<file path="src/logic/ctrl_types_pkg.sv">
`default_nettype none

package ctrl_types_pkg;

	// which hazard rule won this cycle
	typedef enum logic [2:0] {
		CAUSE_NONE       = 3'd0,
		CAUSE_MEM        = 3'd1, // memory exchange still open
		CAUSE_BR_SYSCALL = 3'd2,
		CAUSE_LD_ST      = 3'd3,
		CAUSE_LOAD_USE   = 3'd4,
		CAUSE_JUMP       = 3'd5,
		CAUSE_TRAP       = 3'd6,
		CAUSE_TAKEN      = 3'd7  // taken branch resolved in MEM
	} stall_cause_t;

	// direction of the memory exchange
	typedef enum logic {
		MEM_RD = 1'b0,
		MEM_WR = 1'b1
	} mem_op_t;

endpackage

`default_nettype wire

</file>
<file path="src/logic/pipe_types_pkg.sv">
`default_nettype none

package pipe_types_pkg;

	localparam int REG_W = 5; // register number width
	localparam int TAG_W = 8; // instruction tag width

	// operation class carried down the pipe
	typedef enum logic [2:0] {
		OP_ALU     = 3'd0,
		OP_LOAD    = 3'd1,
		OP_STORE   = 3'd2,
		OP_BRANCH  = 3'd3,
		OP_JUMP    = 3'd4,
		OP_SYSCALL = 3'd5
	} op_t;

	// one instruction slot, valid clear means bubble
	typedef struct packed {
		logic             valid;
		logic [TAG_W-1:0] tag;
		op_t              op;
		logic [REG_W-1:0] rd;  // destination
		logic [REG_W-1:0] rs;
		logic [REG_W-1:0] rt;
		logic             taken; // resolved direction, branches only
	} instr_t;

endpackage

`default_nettype wire

</file>
<file path="src/logic/stage_ctrl_if.sv">
`timescale 1ns/1ns
`default_nettype none

// write and bubble enables from the hazard unit to the stage registers
interface stage_ctrl_if (
	input wire logic clk, // for checks on the control side
	input wire logic rst
);
	logic write_pc;
	logic write_ifid;
	logic write_idex;
	logic write_exmem;
	logic write_memwb;
	logic bubble_ifid;
	logic bubble_idex;
	logic bubble_exmem;
	logic trap_waiting;

	modport ctrl (
		input  clk, rst,
		output write_pc, write_ifid, write_idex, write_exmem, write_memwb,
		output bubble_ifid, bubble_idex, bubble_exmem, trap_waiting
	);

	modport pipe (
		input clk, rst,
		input write_pc, write_ifid, write_idex, write_exmem, write_memwb,
		input bubble_ifid, bubble_idex, bubble_exmem, trap_waiting
	);
endinterface

`default_nettype wire

</file>
<file path="src/logic/hazard_ctrl.sv">
`timescale 1ns/1ns
`default_nettype none

module hazard_ctrl
	import pipe_types_pkg::*;
	import ctrl_types_pkg::*;
(
	stage_ctrl_if.ctrl   ctl,
	input  wire instr_t  ifid,
	input  wire instr_t  idex,
	input  wire instr_t  exmem,
	input  wire logic    mem_ready,
	input  wire logic    int_trap
);

	logic ifid_syscall, ifid_load, ifid_jump;
	logic idex_branch, idex_store, idex_load;
	logic exmem_branch, load_use, taken_in_mem;
	stall_cause_t cause;

	assign ifid_syscall = ifid.valid && (ifid.op == OP_SYSCALL);
	assign ifid_load    = ifid.valid && (ifid.op == OP_LOAD);
	assign ifid_jump    = ifid.valid && (ifid.op == OP_JUMP);
	assign idex_branch  = idex.valid && (idex.op == OP_BRANCH);
	assign idex_store   = idex.valid && (idex.op == OP_STORE);
	assign idex_load    = idex.valid && (idex.op == OP_LOAD);
	assign exmem_branch = exmem.valid && (exmem.op == OP_BRANCH);
	assign taken_in_mem = exmem_branch && exmem.taken;

	// no forwarding, any match on a source register stalls
	assign load_use = idex_load && ifid.valid &&
		((idex.rd == ifid.rs) || (idex.rd == ifid.rt));

	always_comb begin
		cause            = CAUSE_NONE;
		ctl.write_pc     = 1'b1;
		ctl.write_ifid   = 1'b1;
		ctl.write_idex   = 1'b1;
		ctl.write_exmem  = 1'b1;
		ctl.write_memwb  = 1'b1;
		ctl.bubble_ifid  = 1'b0;
		ctl.bubble_idex  = 1'b0;
		ctl.bubble_exmem = 1'b0;
		ctl.trap_waiting = ifid_syscall;

		if (!mem_ready) begin // freeze everything, MEM/WB included
			cause            = CAUSE_MEM;
			ctl.write_pc     = 1'b0;
			ctl.write_ifid   = 1'b0;
			ctl.write_idex   = 1'b0;
			ctl.write_exmem  = 1'b0;
			ctl.write_memwb  = 1'b0;
			ctl.trap_waiting = 1'b0;
		end else if (ifid_syscall && (idex_branch || exmem_branch)) begin
			// let the branch resolve before the syscall can trap
			cause            = CAUSE_BR_SYSCALL;
			ctl.bubble_idex  = 1'b1;
			ctl.write_idex   = 1'b0;
			ctl.write_ifid   = 1'b0;
			ctl.write_pc     = 1'b0; // fetch must wait while IF/ID is held
			ctl.trap_waiting = 1'b0;
		end else if (ifid_load && idex_store) begin
			cause           = CAUSE_LD_ST;
			ctl.bubble_idex = 1'b1;
			ctl.write_idex  = 1'b0;
			ctl.write_ifid  = 1'b0;
			ctl.write_pc    = 1'b0;
		end else if (load_use) begin
			cause           = CAUSE_LOAD_USE;
			ctl.bubble_idex = 1'b1;
			ctl.write_idex  = 1'b0;
			ctl.write_ifid  = 1'b0;
			ctl.write_pc    = 1'b0;
		end else if (ifid_jump) begin
			cause           = CAUSE_JUMP;
			ctl.bubble_ifid = 1'b1; // squash the slot fetched behind the jump
			ctl.write_ifid  = 1'b0;
		end

		// flushes override the stall chain, but never a memory wait
		if (mem_ready && (int_trap || taken_in_mem)) begin
			cause            = int_trap ? CAUSE_TRAP : CAUSE_TAKEN;
			ctl.bubble_ifid  = 1'b1;
			ctl.bubble_idex  = 1'b1;
			ctl.bubble_exmem = 1'b1;
			ctl.write_ifid   = 1'b0;
			ctl.write_idex   = 1'b0;
			ctl.write_exmem  = 1'b0;
			ctl.write_pc     = 1'b1;
		end
	end

	a_no_bubble_in_mem_wait: assert property (
		@(posedge ctl.clk) disable iff (ctl.rst)
		(cause == CAUSE_MEM) |->
			!(ctl.bubble_ifid || ctl.bubble_idex || ctl.bubble_exmem)
	);

	a_ifid_write_xor_bubble: assert property (
		@(posedge ctl.clk) disable iff (ctl.rst)
		!(ctl.write_ifid && ctl.bubble_ifid)
	);

endmodule

`default_nettype wire

</file>
<file path="src/logic/mem_port.sv">
`timescale 1ns/1ns
`default_nettype none

// four-phase req/ack master for loads and stores sitting in EX/MEM
module mem_port
	import pipe_types_pkg::*;
	import ctrl_types_pkg::*;
(
	input  wire logic   clk,
	input  wire logic   rst,
	input  wire instr_t exmem,
	output logic        mem_req,
	input  wire logic   mem_ack,
	output mem_op_t     mem_op,
	output logic [TAG_W-1:0] mem_tag,
	output logic        mem_ready
);

	typedef enum logic [1:0] {
		IDLE    = 2'd0,
		REQ     = 2'd1,
		RELEASE = 2'd2, // req dropped, waiting for ack to fall
		DONE    = 2'd3
	} state_t;

	state_t state, next_state;
	logic   is_mem;

	assign is_mem = exmem.valid && ((exmem.op == OP_LOAD) || (exmem.op == OP_STORE));

	always_ff @(posedge clk) begin
		if (rst) begin
			state <= IDLE;
		end else begin
			state <= next_state;
		end
	end

	always_comb begin
		next_state = state;
		case (state)
			IDLE:    if (is_mem && !mem_ack) next_state = REQ; // previous ack must be gone
			REQ:     if (mem_ack) next_state = RELEASE;
			RELEASE: if (!mem_ack) next_state = DONE;
			DONE:    next_state = IDLE; // pipeline moves on in this cycle
			default: next_state = IDLE;
		endcase
	end

	assign mem_req   = (state == REQ);
	assign mem_op    = (exmem.op == OP_STORE) ? MEM_WR : MEM_RD;
	assign mem_tag   = exmem.tag; // EX/MEM is frozen while the exchange runs
	assign mem_ready = !is_mem || (state == DONE);

	a_req_after_ack_low: assert property (
		@(posedge clk) disable iff (rst)
		$rose(mem_req) |-> !mem_ack
	);

endmodule

`default_nettype wire

</file>
<file path="src/logic/pipe_ctrl_top.sv">
`timescale 1ns/1ns
`default_nettype none

module pipe_ctrl_top
	import pipe_types_pkg::*;
	import ctrl_types_pkg::*;
(
	input  wire logic             clk,
	input  wire logic             rst,

	// fetch side
	input  wire logic             fetch_valid,
	input  wire logic [TAG_W-1:0] fetch_tag,
	input  wire op_t              fetch_op,
	input  wire logic [REG_W-1:0] fetch_rd,
	input  wire logic [REG_W-1:0] fetch_rs,
	input  wire logic [REG_W-1:0] fetch_rt,
	input  wire logic             fetch_taken,
	output logic                  fetch_take,

	input  wire logic             int_trap,

	// memory side
	output logic                  mem_req,
	input  wire logic             mem_ack,
	output mem_op_t               mem_op,
	output logic [TAG_W-1:0]      mem_tag,

	output logic                  retire_valid,
	output logic [TAG_W-1:0]      retire_tag,
	output logic                  trap_waiting
);

	instr_t fetch_instr;
	instr_t ifid_q, idex_q, exmem_q, memwb_q;
	logic   mem_ready;

	stage_ctrl_if ctl (
		.clk (clk),
		.rst (rst)
	);

	assign fetch_instr = '{
		valid: fetch_valid,
		tag:   fetch_tag,
		op:    fetch_op,
		rd:    fetch_rd,
		rs:    fetch_rs,
		rt:    fetch_rt,
		taken: fetch_taken
	};

	assign fetch_take   = ctl.write_pc;
	assign trap_waiting = ctl.trap_waiting;
	assign retire_valid = memwb_q.valid && ctl.write_memwb; // one pulse, also under a freeze
	assign retire_tag   = memwb_q.tag;

	stage_reg #(.payload_t(instr_t)) u_ifid (
		.clk    (clk),
		.rst    (rst),
		.write  (ctl.write_ifid),
		.bubble (ctl.bubble_ifid),
		.d      (fetch_instr),
		.q      (ifid_q)
	);

	stage_reg #(.payload_t(instr_t)) u_idex (
		.clk    (clk),
		.rst    (rst),
		.write  (ctl.write_idex),
		.bubble (ctl.bubble_idex),
		.d      (ifid_q),
		.q      (idex_q)
	);

	stage_reg #(.payload_t(instr_t)) u_exmem (
		.clk    (clk),
		.rst    (rst),
		.write  (ctl.write_exmem),
		.bubble (ctl.bubble_exmem),
		.d      (idex_q),
		.q      (exmem_q)
	);

	// last stage is never flushed
	stage_reg #(.payload_t(instr_t)) u_memwb (
		.clk    (clk),
		.rst    (rst),
		.write  (ctl.write_memwb),
		.bubble (1'b0),
		.d      (exmem_q),
		.q      (memwb_q)
	);

	hazard_ctrl u_hazard (
		.ctl       (ctl),
		.ifid      (ifid_q),
		.idex      (idex_q),
		.exmem     (exmem_q),
		.mem_ready (mem_ready),
		.int_trap  (int_trap)
	);

	mem_port u_mem_port (
		.clk       (clk),
		.rst       (rst),
		.exmem     (exmem_q),
		.mem_req   (mem_req),
		.mem_ack   (mem_ack),
		.mem_op    (mem_op),
		.mem_tag   (mem_tag),
		.mem_ready (mem_ready)
	);

endmodule

`default_nettype wire

</file>
<file path="src/logic/stage_reg.sv">
`timescale 1ns/1ns
`default_nettype none

// one pipeline slot; an all-zero payload is a bubble
module stage_reg #(
	parameter type payload_t = logic [7:0]
) (
	input  wire logic     clk,
	input  wire logic     rst,
	input  wire logic     write,
	input  wire logic     bubble,
	input  wire payload_t d,
	output payload_t      q
);

	always_ff @(posedge clk) begin
		if (rst || bubble) begin
			q <= payload_t'(0); // bubble wins over write
		end else if (write) begin
			q <= d;
		end
	end

	// slot comes out of reset empty
	a_empty_after_rst: assert property (
		@(posedge clk) rst |=> (q == payload_t'(0))
	);

endmodule

`default_nettype wire

</file>
<file path="config.mk">
export PLATFORM = sky130hd
export DESIGN_NAME = pipe_ctrl_top
export DESIGN_NICKNAME = d
export VERILOG_FILES = /design/src/logic/ctrl_types_pkg.sv /design/src/logic/pipe_types_pkg.sv /design/src/logic/stage_ctrl_if.sv /design/src/logic/hazard_ctrl.sv /design/src/logic/mem_port.sv /design/src/logic/pipe_ctrl_top.sv /design/src/logic/stage_reg.sv
export SDC_FILE = /design/constraint.sdc
export NUM_CORES = 1
export LEC_CHECK = 0
export BUFFER_PORTS_ARGS = -buffer_cell sky130_fd_sc_hd__buf_2
export CAP_MARGIN = 40
export CORE_MARGIN = 2
export CORE_UTILIZATION = 60
export CTS_CLUSTER_SIZE = 25
export DETAILED_ROUTE_END_ITERATION = 7
export PLACE_DENSITY = 0.84
export SETUP_SLACK_MARGIN = 0.1
export SLEW_MARGIN = 25
export SYNTH_ARGS = -nofsm -noshare
export SYNTH_HDL_FRONTEND = slang
export SYNTH_SLANG_ARGS = --single-unit
</file>
<file path="constraint.sdc">
create_clock -name clk -period 4.7 [get_ports clk]
set_input_delay 0.47 -clock clk [delete_from_list [all_inputs] [get_ports clk]]
set_output_delay 0.47 -clock clk [all_outputs]
set_load 0.01 [all_outputs]
</file>
==> flow_metrics.py <==
metrics = {
    "grt": {
        "grt_pass1_wl_um": 11300,
        "globalRouteTotalUtil_pct": 24.0,
        "grt_pass1_vias": 2501,
        "top_usage_layer": "met2",
        "overflow": 0,
        "grt_antenna_before_repair": 0,
        "grt_util_met2_pct": 38.7,
        "grt_max_degree": 46,
        "use_met1_pct": 30.2,
        "grtUsageMet3_pct": 4.38,
    },
    "clock_tree": {
        "ctsHoldBuffers": 0,
        "path_clk_slew_ns": 0.07,
        "ctsLongestPathBuffers": 2,
        "cts.sinks": 70,
        "clock_latency_ns": 0.35,
        "numCtsBuffers": 9,
        "cts_tree": "built",
        "cts_setup_buffers": 0,
        "cts_max_level": 3,
        "cts_root_buf": "clkbuf_8",
        "post_cts_resized": 0,
    },
    "power_and_ir_drop": {
        "power_density_nw_per_um2": 364,
        "p_leak_nw": 1.30,
        "max-vdd-ir-drop_mv": 0.244,
        "p_total_mw": 1.27,
    },
    "floorplan": {
        "die_height_um": 76.1,
        "rows": 26,
        "die_area_um2": 5790,
        "die-width_um": 76.1,
        "start_util_pct": 61.4,
        "core-area_um2": 5070,
        "ios": 53,
    },
    "place": {
        "dpl.hpwl_um": 4420,
        "dp.cells": 449,
        "gp_congestion": 0.805,
        "io_buffers": 52,
    },
    "drt": {
        "postRouteAntennaNets": 0,
        "viasPerCell": 5.74,
        "drc": 0,
        "post_drt_wl_per_cell_um": 14.5,
        "drt_pass1_iterations": 5,
        "drt-total-wl_um": 6770,
        "vias": 2675,
        "dr.first_iter.drc_count": 176,
    },
    "timing": {
        "hold_slack_ns": 0.370,
        "finalCritPeriodShare_pct": 54.5,
        "hold_viol": 0,
        "fin_worst_skew_ns": 0.00747,
        "rsz0062_at_grt": "false",
        "fmax_mhz": 390,
        "drv_slew": 0,
        "relSlewSlack_pct": 49.3,
        "fin_crit_ns": 2.56,
        "setup_violations": 0,
        "tns_ns": 0,
        "tightest_slew_ns": 0.761,
    },
    "synth": {
        "avgSynthCellArea_um2": 8.45,
        "synthCells": 369,
        "syn_nets": 406,
        "synth-main-ff-cell": "dfxtp_1",
        "ys_top_cells_by_area": "dfxtp_1 (45%), a21oi_1 (8.8%), nand3_1 (7.4%), o21ai_0 (6.3%), buf_4 (4.1%)",
        "yosysWarnings": 0,
        "synth-seq-area-share_pct": 44.9,
        "syn-cell-area_um2": 3120,
        "synth-edff-count": 0,
        "async_flop_share_pct": 0,
        "synth_top_area_share_pct": 44.9,
        "ys_types": 44,
        "synth_seq_cells": 70,
        "yosysTopAreaCell": "dfxtp_1",
        "yosysMostFrequentCell": "dfxtp_1",
        "ys_top_cells_by_count": "dfxtp_1 (70), a21oi_1 (55), nand3_1 (46)",
    },
    "worst_setup_path": {
        "cp_max_fo": 21,
        "worstSetupStartpoint": "u_mem_port.state[0]",
        "ff2ff_setup_slack_ns": 2.14,
        "cp-start-kind": "flop",
        "r2r_start": "u_mem_port.state[0]",
        "crit_path_end_kind": "flop",
        "worstPathArrival_ns": 2.84,
        "critical_path_required_ns": 4.98,
        "r2r-end": "u_ifid.q[7]",
        "crit_type": "reg -> reg",
        "rr_worst_depth": 7,
        "crit_end": "u_ifid.q[7]",
    },
    "status": {
        "outcome": "finished clean",
    },
    "layout": {
        "instances_no_fill": 466,
        "drive_gt1_share_pct": 21.5,
        "fin_nets": 428,
        "diodes": 0,
        "area_growth_pct": 11.7,
        "fillers": 436,
    },
    "run": {
        "max_cap_violations": 0,
    },
    "hold_path": {
        "hp-class": "in -> reg",
    },
}
layout by cell type, fill, tap and decap left out, drive strengths merged, types with 4 or more instances in the layout:
cell type / n
buf: 58
a21oi: 57
o21ai: 44
ha: 5
a22oi: 11
nor2: 24
dfxtp: 70
nand3: 46
xnor2: 10
inv: 5
clkbuf: 11
nand2: 20
nor3: 4
metal layers:
layer / part of all wire, % / up-vias
li1: - / 1324
met1: 44 / 1249
met2: 48 / 86
met3: 5.1 / 16
met4: 2.5 / 0
met5: 0 / -
worst max-delay path, stage by stage (launching register included):
cell,delay [ns]
dfxtp_1,0.39
ha_1,0.19
nand3b_1,0.37
nand2_1,0.49
nor2_2,0.58
buf_6,0.24
nand3_1,0.09
a21oi_1,0.14
worst min-delay path by stage:
| stage | start | end | slack, ns | cells past startpoint |
|---|---|---|---|---|
| 3_5_place_dp | u_memwb.q[24] | u_memwb.q[24] | 0.44 | 2 |
| 3_3_place_gp | u_memwb.q[23] | u_memwb.q[23] | 0.43 | 2 |
| 4_1_cts | fetch_rs[3] | u_ifid.q[9] | 0.36 | 3 |
| 6_report | fetch_rd[2] | u_ifid.q[13] | 0.37 | 3 |
| 2_1_floorplan | u_memwb.q[19] | u_memwb.q[19] | 0.43 | 2 |
| 5_1_grt | fetch_rs[2] | u_ifid.q[8] | 0.37 | 3 |
cell families after synthesis:
group | share of synthesized area (%)
adder cells (fa/ha/maj) | 2.01
flip-flops | 44.9
AO/OA/AOI/OAI | 23.2
XOR/XNOR | 3.09
buffers and inverters | 9.47
AND/OR/NAND/NOR | 17.0
multiplexers | 0.321
where the power goes:
group | total, mW | leakage (nW) | switching, mW | internal [mW]
registers | 0.617 | 0.567 | 0.0110 | 0.606
logic | 0.0983 | 0.617 | 0.0582 | 0.0401
clock network | 0.552 | 0.116 | 0.224 | 0.328
cell type report:
cell class	instances	area (um^2)	share of cell area (%)
inverter	5	18.8	0.539
sequential	70	1400	40.2
clock inverter	5	81.3	2.34
clock buffer	11	151	4.35
timing repair buffer	58	320	9.20
tap	70	87.6	2.52
multi-input combinational	247	1420	40.8
through the flow:
step | utilization [%] | instance area (um^2) | worst slack [ns]
3_3_place_gp | 63.3 | 3210 | 2.08
2_1_floorplan | - | 3120 | 2.66
6_report | 68.6 | 3480 | 2.14
3_5_place_dp | 63.8 | 3240 | 2.11
4_1_cts | 68.4 | 3470 | 2.09
5_1_grt | 68.6 | 3480 | 1.88
sequential cells by signal, indices dropped and copies added, names as in the netlist:
signal and count:
u_mem_port.state 2, u_exmem.q 13, u_ifid.q 28, u_memwb.q 9
u_idex.q 18
Note: power is estimated with default switching activity, not from simulation.
